[src/hdl/vic_pkg.sv]
package vic_pkg;

   // ==================================================
   // Widths with a meaning
   // ==================================================
   typedef logic [15:0] addr_t;      // CPU address, 64 KB space
   typedef logic [7:0]  byte_t;
   typedef logic [31:0] ldr_addr_t;  // Loader address, page in top byte
   typedef logic [7:0]  page_t;
   typedef logic [3:0]  nib_t;       // Colour fields
   typedef logic [6:0]  xorg_t;      // X origin, columns, rows

   // Memory owner
   typedef enum logic [1:0] {
      ARB_CPU,    // CPU drives memory
      ARB_DRAIN,  // Halt seen, finishing CPU access
      ARB_LDR     // Loader drives memory
   } arb_state_t;

   // ==================================================
   // Clocking and memory
   // ==================================================
   localparam int CLKDIV_MOD = 25;                  // 25 MHz down to 1 MHz
   localparam int CLKDIV_W   = $clog2(CLKDIV_MOD);
   localparam int MEM_DEPTH  = 1 << $bits(addr_t);

   // Loader map
   localparam page_t LDR_PAGE_CTRL  = 8'hFF;
   localparam page_t LDR_PAGE_RAM   = 8'h00;
   localparam int    CTRL_RESET_BIT = 0;
   localparam int    CTRL_HALT_BIT  = 1;

   // Video chip register block, 9000..900F
   localparam logic [11:0] VIC_REG_PAGE = 12'h900;

   // Write protected top nibbles, kernal/basic/char ROM
   localparam int ROM_NIB_NUM = 5;
   localparam logic [ROM_NIB_NUM-1:0][3:0] ROM_NIBBLES = {4'hF, 4'hE, 4'hD, 4'hC, 4'h8};

   // Video power-on values
   localparam addr_t SCREEN_DEF    = 16'h1E00;
   localparam addr_t CHAR_ROM_DEF  = 16'h8000;
   localparam addr_t COLOR_RAM_DEF = 16'h9400;
   localparam xorg_t XORIGIN_DEF   = 7'd12;
   localparam byte_t YORIGIN_DEF   = 8'd38;
   localparam xorg_t COLS_DEF      = 7'd22;
   localparam xorg_t ROWS_DEF      = 7'd23;

endpackage

[src/hdl/vic_mem_if.sv]
`timescale 1ns/1ps

// One memory request channel
interface vic_mem_if;

   logic           req;    // One cycle per access
   logic           we;
   vic_pkg::addr_t addr;
   vic_pkg::byte_t wdata;
   vic_pkg::byte_t rdata;  // Cycle after req, held until next req

   modport requester (
      output req, we, addr, wdata,
      input  rdata
   );

   modport arbiter (
      input  req, we, addr, wdata,
      output rdata
   );

   // Snooping only
   modport monitor (
      input req, we, addr, wdata, rdata
   );

endinterface

[src/hdl/cpu_bus_port.sv]
`timescale 1ns/1ps

module cpu_bus_port (
   input  logic            clk25,
   input  logic            pwr_up_reset_n,
   input  logic            i_psel,
   input  logic            i_penable,
   input  logic            i_pwrite,
   input  vic_pkg::addr_t  i_paddr,
   input  vic_pkg::byte_t  i_pwdata,
   output vic_pkg::byte_t  o_prdata,
   output logic            o_pready,
   input  logic            i_halt,
   vic_mem_if.requester    mem
);

   logic [vic_pkg::CLKDIV_W-1:0] div_cnt;
   logic cpu_clken;   // 1 MHz strobe
   logic acc_go;      // Access phase lines up with enable
   logic rom_hit;
   logic pready_r;

   // ==================================================
   // CPU clock enable
   // ==================================================
   always_ff @(posedge clk25) begin
      if (!pwr_up_reset_n) begin
         div_cnt   <= '0;
         cpu_clken <= 1'b0;
      end else begin
         if (div_cnt == (vic_pkg::CLKDIV_MOD - 1)) begin
            div_cnt <= '0;                  // Wrap at 24
         end else begin
            div_cnt <= div_cnt + 1'b1;
         end
         cpu_clken <= (div_cnt == 0) & ~i_halt;  // Frozen while halted
      end
   end

   // ROM page check on the top nibble
   always_comb begin
      rom_hit = 1'b0;
      for (int k = 0; k < vic_pkg::ROM_NIB_NUM; k++) begin
         if (i_paddr[15:12] == vic_pkg::ROM_NIBBLES[k]) begin
            rom_hit = 1'b1;
         end
      end
   end

   // ==================================================
   // Access sequencer
   // ==================================================
   // Wait in access phase for the enable, then one request
   assign acc_go = i_psel & i_penable & cpu_clken & ~pready_r;

   assign mem.req   = acc_go & ~(i_pwrite & rom_hit);  // ROM writes dropped here
   assign mem.we    = i_pwrite;
   assign mem.addr  = i_paddr;
   assign mem.wdata = i_pwdata;

   // Completion one cycle after the request slot
   always_ff @(posedge clk25) begin
      if (!pwr_up_reset_n) begin
         pready_r <= 1'b0;
      end else begin
         pready_r <= acc_go;
      end
   end

   assign o_pready = pready_r;
   assign o_prdata = mem.rdata;  // Valid with pready on reads

endmodule

[src/flat_wrapper.sv]
// flat-port wrapper written by rule: the top's interface ports become plain ports
module cpu_bus_port_flat 
  (clk25, pwr_up_reset_n, i_psel, i_penable, i_pwrite, i_paddr, i_pwdata, o_prdata, o_pready, i_halt, mem_req, mem_we, mem_addr, mem_wdata, mem_rdata);
  vic_mem_if mem_i ();
  input  logic clk25;
  input  logic pwr_up_reset_n;
  input  logic i_psel;
  input  logic i_penable;
  input  logic i_pwrite;
  input  vic_pkg::addr_t i_paddr;
  input  vic_pkg::byte_t i_pwdata;
  output vic_pkg::byte_t o_prdata;
  output logic o_pready;
  input  logic i_halt;
  output wire logic [$bits(mem_i.req)-1:0] mem_req;
  output wire logic [$bits(mem_i.we)-1:0] mem_we;
  output wire logic [$bits(mem_i.addr)-1:0] mem_addr;
  output wire logic [$bits(mem_i.wdata)-1:0] mem_wdata;
  input wire logic [$bits(mem_i.rdata)-1:0] mem_rdata;
  assign mem_req = mem_i.req;
  assign mem_we = mem_i.we;
  assign mem_addr = mem_i.addr;
  assign mem_wdata = mem_i.wdata;
  assign mem_i.rdata = mem_rdata;
  cpu_bus_port u_core (.clk25(clk25), .pwr_up_reset_n(pwr_up_reset_n), .i_psel(i_psel), .i_penable(i_penable), .i_pwrite(i_pwrite), .i_paddr(i_paddr), .i_pwdata(i_pwdata), .o_prdata(o_prdata), .o_pready(o_pready), .i_halt(i_halt), .mem(mem_i));
endmodule
[config.mk]
export PLATFORM = sky130hd
export DESIGN_NAME = cpu_bus_port_flat
export DESIGN_NICKNAME = d
export VERILOG_FILES = /design/src/hdl/vic_pkg.sv /design/src/hdl/vic_mem_if.sv /design/src/hdl/cpu_bus_port.sv /design/src/flat_wrapper.sv
export SDC_FILE = /design/constraint.sdc
export NUM_CORES = 1
export LEC_CHECK = 0
export BUFFER_PORTS_ARGS = -buffer_cell sky130_fd_sc_hd__buf_2
export CAP_MARGIN = 10
export CELL_PAD_IN_SITES_DETAIL_PLACEMENT = 2
export CELL_PAD_IN_SITES_GLOBAL_PLACEMENT = 2
export CORE_MARGIN = 3
export CORE_UTILIZATION = 14
export DETAILED_ROUTE_END_ITERATION = 7
export PLACE_DENSITY = 0.8
export SLEW_MARGIN = 10
export SYNTH_ARGS = -nofsm -noshare
export SYNTH_HDL_FRONTEND = slang
export SYNTH_SLANG_ARGS = --single-unit
[constraint.sdc]
create_clock -name clk25 -period 1.53 [get_ports clk25]
set_clock_uncertainty 0.1 [all_clocks]
set_input_delay 0.153 -clock clk25 [delete_from_list [all_inputs] [get_ports clk25]]
set_output_delay 0.153 -clock clk25 [all_outputs]
set_load 0.005 [all_outputs]
---- After elaboration in Yosys (flattened, before gate mapping) ----
Index checks and enable logic that the tools add are counted.
word-level totals
  flip-flop bits (word level) ............. 7
  input port bits ......................... 38
operators by class
  add/sub/neg operators ................... 1
  equality and inequality tests ........... 6
  multiplexer cells ....................... 5
  bitwise operators ....................... 10
  reductions and logical operators ........ 2
operator list
  kind                   count
  $eq A4 B4 Y1 const B   5
  $and A1 B1 Y1          6
  $add A5 B1 Y5 const B  1
  $eq A5 B5 Y1 const B   1
  $logic_not A5 Y1       1
  $mux W1                5
  $not A1 Y1             4
  $reduce_or A2 Y1       1

---- Longest topological paths before layout ----
Gate-level depths: netlist of the first run.
  depth after elaboration ................. 9
  depth in mapped cells ................... 4
  gate-level depth less buffers ........... 4

---- Least setup slack after synthesis of the first run ----
Ideal clock, no wire load.
  path type ............................... flip-flop to flip-flop
  start point ............................. reg u_core.div_cnt[0] in the netlist's numbering
  end point ............................... reg u_core.div_cnt[3] in the netlist's numbering
  setup time .............................. 0.087 ns
  arrival time ............................ 1.061 ns
  required time ........................... 1.343 ns
  slack ................................... 0.282 ns
  stages on the path, launching flop included .. 5
  buffers on the path ..................... 0
  period minus slack after synthesis ...... 1.248 ns
  cell sequence ........................... dfxtp_1 -> inv_1 -> ha_1 -> and4b_4 -> nor4_4
on the way
  longest elaborated chain between the ends .. 2
  elaborated cells between the ends (all ways) .. 3
  classes of those cells .................. add/sub: 1; eq/ne: 1; reduce/logical: 1
RTL lines
  item                                                                   line                RTL
  start, declared                                                        cpu_bus_port.sv:17  logic [vic_pkg::CLKDIV_W-1:0] div_cnt;
  start signal, assigned                                                 cpu_bus_port.sv:34  div_cnt <= div_cnt + 1'b1;
  parallel branches: the longest is 2 deep, another holds $add A5 B1 Y5  -
Several ways; the timed one is not identified.
A chain may end at the register's enable or synchronous reset.

---- Worst setup path after layout of the first run ----
  start point ............................. reg u_core.div_cnt[0] in the netlist's numbering
  end point ............................... reg u_core.div_cnt[4] in the netlist's numbering
The elaborated chain is that of the path after synthesis.

==> flow_metrics.tcl, run 1 <==
set metrics [dict create \
    clkTransAtPathRegs_ps 50 \
    p_int_uw 400 \
    ys_types 18 \
    synth.most_common_cell "buf_4" \
    dpl.hpwl_um 970 \
    io_pins 73 \
    grt_util_met3_pct 4.83 \
    dr.pass1.iters 2 \
    gp_congestion 0.717 \
    grt_pass1_vias 361 \
    finalHoldViolCount 0 \
    cts_setup_buffers 0 \
    nNetsFinal 92 \
    worst_path_max_delay_cell "dfxtp_1" \
    power.static_leakage_uw 0.000203 \
    pwr-share-seq_pct 39.1 \
    status "finished, final reports clean" \
    yosys_most_used_dff "dfxtp_1" \
    yosys_warnings 0 \
    peakVddDrop_v 0.000228 \
    cts_buffers 3 \
    clockBufferDepth 2 \
    period_share_pct 87.0 \
    setup_violations 0 \
    drv_slew 0 \
    yosysTopAreaCellShare_pct 42.2 \
    cp-end-kind "register" \
    crit_required_ps 1570 \
    die-area_um2 5000 \
    synthAdderAreaFrac_pct 4.26 \
    clk_latency_ps 230 \
    vias_per_cell 3.47 \
    tritoncts "done" \
    core_um2 3850 \
    synth.avg_cell_area_um2 9.17 \
    synth_area_leaders "buf_4 42%, dfxtp_1 24%, nor4_4 7.2%" \
    start_kind "register" \
    cts_hold_buf 0 \
    combPwrFrac_pct 9.9 \
    numClockSinks 7 \
    fill_cells 453 \
    synth-simple-area-share_pct 20.5 \
    min_path_type "in2reg" \
    power.density_nw_per_um2 981 \
    rsz0062_at_grt "false" \
    cts_root_buffer "clkbuf_8" \
    sequential_cell_area_um2 140 \
    crit_buf_inv 1 \
    netlist_top_cells_count "33 x buf_4, 7 x dfxtp_1, 3 x nor3_1" \
    grt_util_met2_pct 7.62 \
    grt_pass1_wl_mm 1.77 \
    path_max_fanout 5 \
    die_y_um 70.7 \
    synth_fp_nets 104 \
    multi_input_area_um2 188 \
    antenna_found_initial 0 \
    synth_top_family_by_area "buffers and inverters" \
    worst_slew_pin_slew_ps 333 \
    finalPower_uw 514 \
    post_cts_resize_count 0 \
    io_buffers 16 \
    p_sw_share_pct 22.3 \
    maxCapViolCount 0 \
    num_antenna_cells 0 \
    postSynthCellCount 64 \
    async_flop_share_pct 0 \
    seq_area_frac_synth_pct 23.9 \
    clock_power_share_pct 51.0 \
    fmax_mhz 751 \
    critPathTopFamily "simple AND/OR/NAND/NOR gates" \
    wl_mm 1.16 \
    cp_slowest_stage_delay_ps 380 \
    drtAntennaViolNets 0 \
    relSlewSlack_pct 77.6 \
    synth_seq_cells 7 \
    switching_power_uw 115 \
    synth-xor-area-share_pct 1.49 \
    grt_max_degree 8 \
    synth_edf_count 0 \
    critical_path_class "reg2reg" \
    drtIter0Drc 8 \
    synth.area.mux_share_pct 0 \
    htreeDepth 1 \
    grt_util_all_layers_pct 4.69 \
    die_w_um 70.7 \
    syn_area_um2 587 \
    synth.largest_area_cell "buf_4" \
    drive_above_1_share_pct 45.1 \
    cp.arrival_ps 1370 \
    busiest_layer "met2" \
    drc 0 \
    grt.overflow.total 0 \
    initial_utilization_pct 15.2 \
    num_rows 22 \
    via_count 344 \
    synth_compound_area_share_pct 5.76 \
    fin_setup_tns_ps 0 \
    crit_path_cell_trace "inv_1 > ha_1 > and4b_4 > nor4_4" \
    use_met1_pct 3.98 \
    final.min_clock_period_ps 1330 \
    wire_per_inst_um 11.7 \
    syn2layout_area_growth_pct -10.7 \
]
[area by class of cell]
cell class              instances  share of cell area (%)
flip-flops and latches          7                    26.7
inverters                       3                    2.15
repair buffers                 16                    15.3
multi-input cells              21                    35.8
well taps                      48                    11.5
clock buffers                   4                    8.59
[kinds of logic (layout without fill, tap and decap cells)]
family | Yosys count | in the layout
buffers and inverters | 36 | 23
XOR/XNOR | 1 | 1
AO/OA/AOI/OAI | 6 | 6
adder cells (fa/ha/maj) | 2 | 2
flip-flops | 7 | 7
AND/OR/NAND/NOR | 12 | 12
[sequential cells by signal, summed over array words and instances (netlist names)]
signal            count
u_core.cpu_clken      1
u_core.o_pready       1
u_core.div_cnt        5
[through the flow]
stage	setup slack [ps]	hold slack [ps]	util [%]	cells	instance area, µm²
2_1_floorplan	282	190	-	64	587
3_3_place_gp	250	206	12.4	95	479
3_5_place_dp	174	206	12.4	95	479
4_1_cts	172	120	13.6	99	524
5_1_grt	98.6	128	13.6	99	524
6_report	198	118	13.6	99	524
[routing by layer]
layer  wire, µm  part of all wire [%]  vias to the layer above
met1        368                    32                      161
met2        624                    54                       23
met5          0                     0                        -
met3        160                    14                        4
li1           -                     -                      156
met4          8                  0.69                        0
[layout by cell type, fill, tap and decap left out, drive strengths merged]
cell,count
buf,16
dfxtp,7
clkbuf,4
nor3,3
inv,3
a21oi,2
and4,2
o21ai,2
nor4,2
ha,2
o21bai,1
nand4b,1
a31oi,1
and4b,1
xnor2,1
nor2,1
nand4bb,1
nor3b,1
[path summary, 6_finish.rpt]
check             slack (ps)              start  depth (start not counted)                end
setup reg to reg         200  u_core.div_cnt[0]                          4  u_core.div_cnt[4]
setup / recovery         200  u_core.div_cnt[0]                          4  u_core.div_cnt[4]
hold / removal           120             i_halt                          3   u_core.cpu_clken
hold reg to reg          390   u_core.cpu_clken                          2    u_core.o_pready
[power by group through the flow]
stage	Combinational (µW)	Clock [µW]	Sequential, µW
detailed placement	52.4	0	205
global route	56.4	286	203
floorplan	93.3	0	201
CTS	52.5	268	202
global placement	48.9	0	203
finish	51.1	262	201
[worst min-delay path: cells and delay by family]
| kind | cells | cell delay, ps |
|---|---|---|
| buf+inv | 1 | 70 |
| simple gates | 2 | 170 |
(Power assumes the default switching activity.)
==> run 2: changes to the inputs <==
--- a/config.mk
+++ b/config.mk
@@ -10,9 +10,9 @@
 export CELL_PAD_IN_SITES_DETAIL_PLACEMENT = 2
 export CELL_PAD_IN_SITES_GLOBAL_PLACEMENT = 2
 export CORE_MARGIN = 3
-export CORE_UTILIZATION = 14
+export CORE_UTILIZATION = 15
 export DETAILED_ROUTE_END_ITERATION = 7
-export PLACE_DENSITY = 0.8
+export PLACE_DENSITY = 0.85
 export SLEW_MARGIN = 10
 export SYNTH_ARGS = -nofsm -noshare
 export SYNTH_HDL_FRONTEND = slang
==> constraint.sdc (replaced) <==
create_clock -name clk25 -period 1.7 [get_ports clk25]
set_clock_uncertainty 0.1 [all_clocks]
set_input_delay 0.17 -clock clk25 [delete_from_list [all_inputs] [get_ports clk25]]
set_output_delay 0.17 -clock clk25 [all_outputs]
set_load 0.005 [all_outputs]
==> flow_metrics.tcl, run 2 (synthesis gave the netlist of run 1 again) <==
set metrics [dict create \
    status "finished, final reports clean" \
    final.min_clock_period_ps 1370 \
    worst_path_max_delay_cell "dfxtp_1" \
    rrSetupSlack_ps 330 \
    crit_path_end "u_core.div_cnt[4]" \
    peakVddDrop_v 0.000184 \
    io_pins 73 \
    cp.arrival_ps 1410 \
    final_common_cell "buf_2" \
    grt_pass1_wl_mm 1.72 \
    busiest_layer "met2" \
    start_kind "register" \
    cp-end-kind "register" \
    use_met1_pct 4.39 \
    clockBufferDepth 2 \
    setup_violations 0 \
    worst_slew_pin_slew_ps 339 \
    min_path_type "in2reg" \
    grt_util_met3_pct 4.38 \
    cts_setup_buffers 0 \
    critPathLaunch "u_core.div_cnt[0]" \
    wl_mm 1.19 \
    critPathTopFamily "simple AND/OR/NAND/NOR gates" \
    crit_path_cell_trace "inv_1 > ha_1 > and4b_4 > nor4_4" \
    worst_slack_ps 329 \
    num_rows 22 \
    nNetsFinal 92 \
    drtIter0Drc 9 \
    path_max_fanout 5 \
    drv_slew 0 \
    grt.overflow.total 0 \
    final_cell_mix "16 x buf_2, 7 x dfxtp_1, 3 x nor3_1, 3 x clkbuf_8" \
    fin_cells 99 \
    whs_ps 134 \
    die_w_um 68.5 \
    cts_root_buffer "clkbuf_8" \
    clkTransAtPathRegs_ps 40 \
    rsz0062_at_grt "false" \
    initial_utilization_pct 15.8 \
    clk_latency_ps 230 \
    finalHoldViolCount 0 \
    drive_above_1_share_pct 45.1 \
    num_antenna_cells 0 \
    wire_per_inst_um 12.0 \
    power.density_nw_per_um2 886 \
    power.static_leakage_uw 0.000203 \
    core_um2 3720 \
    drc 0 \
    cp_slowest_stage_delay_ps 390 \
    crit_buf_inv 1 \
    numClockSinks 7 \
    die-area_um2 4700 \
    dpl.hpwl_um 987 \
    grt_pass1_vias 362 \
    cts_hold_buf 0 \
    reg2reg_from "u_core.div_cnt[0]" \
    post_cts_resize_count 0 \
    crit_required_ps 1740 \
    fin_setup_tns_ps 0 \
    rr_worst_depth 4 \
    tritoncts "done" \
    drtAntennaViolNets 0 \
    gp_congestion 0.774 \
    htreeDepth 1 \
    placedCellCount 95 \
    relSlewSlack_pct 77.2 \
    via_count 359 \
    max_flop_register "u_core.div_cnt" \
    grt_util_all_layers_pct 5.50 \
    vias_per_cell 3.63 \
    io_buffers 16 \
    r2r_end "u_core.div_cnt[4]" \
    grt_max_degree 8 \
    cts_buffers 3 \
    period_share_pct 80.7 \
    dr.pass1.iters 2 \
    syn2layout_area_growth_pct -10.7 \
    critical_path_class "reg2reg" \
    post-route-util_pct 14.1 \
    place_ws_ps 327 \
    grt_util_met2_pct 8.94 \
    antenna_found_initial 0 \
    largest_reg_flops 5 \
    die_y_um 68.5 \
    maxCapViolCount 0 \
    path_depth 4 \
    fmax_mhz 729 \
]
-- run 2: metal layers --
metal | vias up | wire length (µm)
met5 | - | 0
met4 | 0 | 24
met3 | 4 | 249
met2 | 35 | 523
met1 | 160 | 393
li1 | 160 | -
-- run 2: stage by stage --
| step | power [µW] | area [µm²] |
|---|---|---|
| after CTS | 478 | 524 |
| final | 465 | 524 |
| after global placement | 226 | 479 |
| after global routing | 501 | 524 |
| after detailed placement | 232 | 479 |
| after floorplan | 265 | 587 |
-- run 2: final cells by class --
type / instances / area, µm²
clock buffers: 4 / 45.0
inverters: 3 / 11.3
well taps: 48 / 60.1
multi-input cells: 21 / 188
flip-flops and latches: 7 / 140
fillers: 437 / 3190
repair buffers: 16 / 80.1
-- run 2: worst reg2reg max path, cell delays in order, from the launching register on --
cell     delay (ps)
dfxtp_1         390
inv_1            70
ha_1            220
and4b_4         240
nor4_4          270
-- run 2: how the worst min path moves through the flow --
stage	from	to	slack, ps	cells after the start
3_3_place_gp	i_paddr[10]	mem_addr[10]	240	0
4_1_cts	i_psel	u_core.o_pready	130	3
6_report	i_psel	u_core.o_pready	130	3
5_1_grt	i_psel	u_core.o_pready	130	3
3_5_place_dp	i_paddr[10]	mem_addr[10]	240	0
2_1_floorplan	pwr_up_reset_n	u_core.o_pready	210	2
-- run 2: where the power goes --
part           total (µW)  switching (µW)  internal [µW]  leakage, µW
Sequential            181            8.24            173    0.0000572
Clock                 237            74.3            162    0.0000228
Combinational        46.8            22.3           24.6     0.000123
==> run 3: changes to the inputs <==
--- a/config.mk
+++ b/config.mk
@@ -5,14 +5,15 @@
 export SDC_FILE = /design/constraint.sdc
 export NUM_CORES = 1
 export LEC_CHECK = 0
+export ABC_AREA = 1
 export BUFFER_PORTS_ARGS = -buffer_cell sky130_fd_sc_hd__buf_2
 export CAP_MARGIN = 10
 export CELL_PAD_IN_SITES_DETAIL_PLACEMENT = 2
 export CELL_PAD_IN_SITES_GLOBAL_PLACEMENT = 2
 export CORE_MARGIN = 3
-export CORE_UTILIZATION = 15
+export CORE_UTILIZATION = 13
 export DETAILED_ROUTE_END_ITERATION = 7
-export PLACE_DENSITY = 0.85
+export PLACE_DENSITY = 0.79
 export SLEW_MARGIN = 10
 export SYNTH_ARGS = -nofsm -noshare
 export SYNTH_HDL_FRONTEND = slang
==> constraint.sdc (replaced) <==
create_clock -name clk25 -period 1.34 [get_ports clk25]
set_clock_uncertainty 0.1 [all_clocks]
set_input_delay 0.134 -clock clk25 [delete_from_list [all_inputs] [get_ports clk25]]
set_output_delay 0.134 -clock clk25 [all_outputs]
set_load 0.005 [all_outputs]
==> flow_metrics.tcl, run 3 <==
set metrics [dict create \
    cp-end-kind "output pin" \
    worst_slew_pin_slew_ps 281 \
    synth_area_leaders "buf_4 42%, dfxtp_1 24%, inv_1 6.4%" \
    postSynthCellCount 79 \
    power.density_nw_per_um2 1120 \
    fin_setup_tns_ps 0 \
    grt_pass1_vias 409 \
    cts_setup_buffers 0 \
    crit_required_ps 1110 \
    num_antenna_cells 0 \
    place_ws_ps 144 \
    synth_edf_count 0 \
    vias_per_cell 3.30 \
    gp_congestion 0.702 \
    drtAntennaViolNets 0 \
    async_flop_share_pct 0 \
    max_flop_register "u_core.div_cnt" \
    numClockSinks 7 \
    use_met1_pct 3.86 \
    wire_per_inst_um 9.70 \
    relSlewSlack_pct 81.2 \
    nNetsFinal 106 \
    maxCapViolCount 0 \
    ys_types 14 \
    setup_violations 0 \
    dpl.hpwl_um 874 \
    largest_reg_flops 5 \
    cts_root_buffer "clkbuf_8" \
    clk_latency_ps 220 \
    cts_buffers 3 \
    period_share_pct 91.3 \
    syn2layout_area_growth_pct -12.1 \
    path_max_fanout 2 \
    synth.largest_area_cell "buf_4" \
    grt_pass1_wl_mm 1.75 \
    final_common_cell "buf_2" \
    netlist_top_cells_count "33 x buf_4, 10 x inv_1, 8 x nor2_1, 7 x dfxtp_1, 6 x nand2_1" \
    grt_util_all_layers_pct 4.36 \
    fin_cells 115 \
    yosys_most_used_dff "dfxtp_1" \
    post-route-util_pct 12.4 \
    seq_area_frac_synth_pct 23.8 \
    busiest_layer "met2" \
    final.min_clock_period_ps 1220 \
    drtIter0Drc 1 \
    fmax_mhz 818 \
    cts_hold_buf 0 \
    wl_mm 1.12 \
    synth.avg_cell_area_um2 7.46 \
    via_count 380 \
    whs_ps 76.0 \
    clockBufferDepth 2 \
    initial_utilization_pct 14.1 \
    antenna_found_initial 0 \
    grt_util_met3_pct 3.15 \
    worst_slack_ps 117 \
    die_w_um 73.3 \
    post_cts_resize_count 0 \
    final_cell_mix "16 x buf_2, 10 x inv_1, 8 x nor2_1, 7 x dfxtp_1, 6 x nand2_1" \
    peakVddDrop_v 0.000299 \
    core_um2 4170 \
    drc 0 \
    tritoncts "done" \
    yosys_warnings 0 \
    grt_max_degree 8 \
    critical_path_class "reg2out" \
    num_rows 23 \
    synth_fp_nets 119 \
    drive_above_1_share_pct 33.8 \
    cp.arrival_ps 990 \
    grt.overflow.total 0 \
    min_path_type "in2reg" \
    io_pins 73 \
    grt_util_met2_pct 7.75 \
    htreeDepth 1 \
    yosysTopAreaCellShare_pct 42.0 \
    synth.most_common_cell "buf_4" \
    die_y_um 73.3 \
    placedCellCount 111 \
    clkTransAtPathRegs_ps 40 \
    power.static_leakage_uw 0.000253 \
    io_buffers 16 \
    die-area_um2 5380 \
    synth_seq_cells 7 \
    rsz0062_at_grt "false" \
    drv_slew 0 \
    status "finished, final reports clean" \
    dr.pass1.iters 2 \
    finalHoldViolCount 0 \
    start_kind "register" \
    syn_area_um2 589 \
]
-- run 3: metal layers --
| metal | vias up | share of wire [%] | wire length, µm |
|---|---|---|---|
| li1 | 179 | - | - |
| met1 | 177 | 34 | 378 |
| met2 | 22 | 48 | 535 |
| met3 | 2 | 18 | 196 |
| met4 | 0 | 0.45 | 5 |
| met5 | - | 0 | 0 |
-- run 3: area by class of cell --
type / instances / area (µm²)
multi-input cells: 28 / 153
repair buffers: 16 / 80.1
well taps: 50 / 62.6
flip-flops and latches: 7 / 140
fillers: 493 / 3650
inverters: 10 / 37.5
clock buffers: 4 / 45.0
-- run 3: critical path, cell delays in order (launching register included) --
cell and delay (ps):
dfxtp_1 310, inv_1 50, nand4_1 100, a21oi_1 170, buf_2 140
-- run 3: worst paths after layout --
kind	from	endpoint	slack [ps]	depth (start not counted)
max reg2reg	u_core.div_cnt[0]	u_core.div_cnt[3]	130	7
min	pwr_up_reset_n	u_core.o_pready	80	3
max	u_core.o_pready	mem_req	120	4
min reg2reg	u_core.div_cnt[0]	u_core.div_cnt[0]	390	1
-- run 3: power by group --
| part | leakage, µW | total (µW) | switching [µW] | internal, µW |
|---|---|---|---|---|
| Combinational | 0.000173 | 58.6 | 28.7 | 29.9 |
| Clock | 0.0000228 | 290 | 84.4 | 205 |
| Sequential | 0.0000572 | 232 | 12.0 | 220 |
| Total | 0.000253 | 580 | 125 | 455 |
-- run 3: metrics by stage --
stage | instance area [µm²] | total power, µW
final | 518 | 580
after global routing | 518 | 624
after CTS | 518 | 597
after detailed placement | 473 | 295
after global placement | 473 | 290
after floorplan | 589 | 343
-- run 3: logic make-up (layout without fill, tap and decap cells) --
kind of cell,Yosys count,after routing,share of synthesized area (%)
buf+inv,44,30,50.3
compound gates,2,2,2.12
flops,7,7,23.8
xor+xnor,1,1,1.49
simple gates,23,23,18.0
fa+ha+maj,2,2,4.25
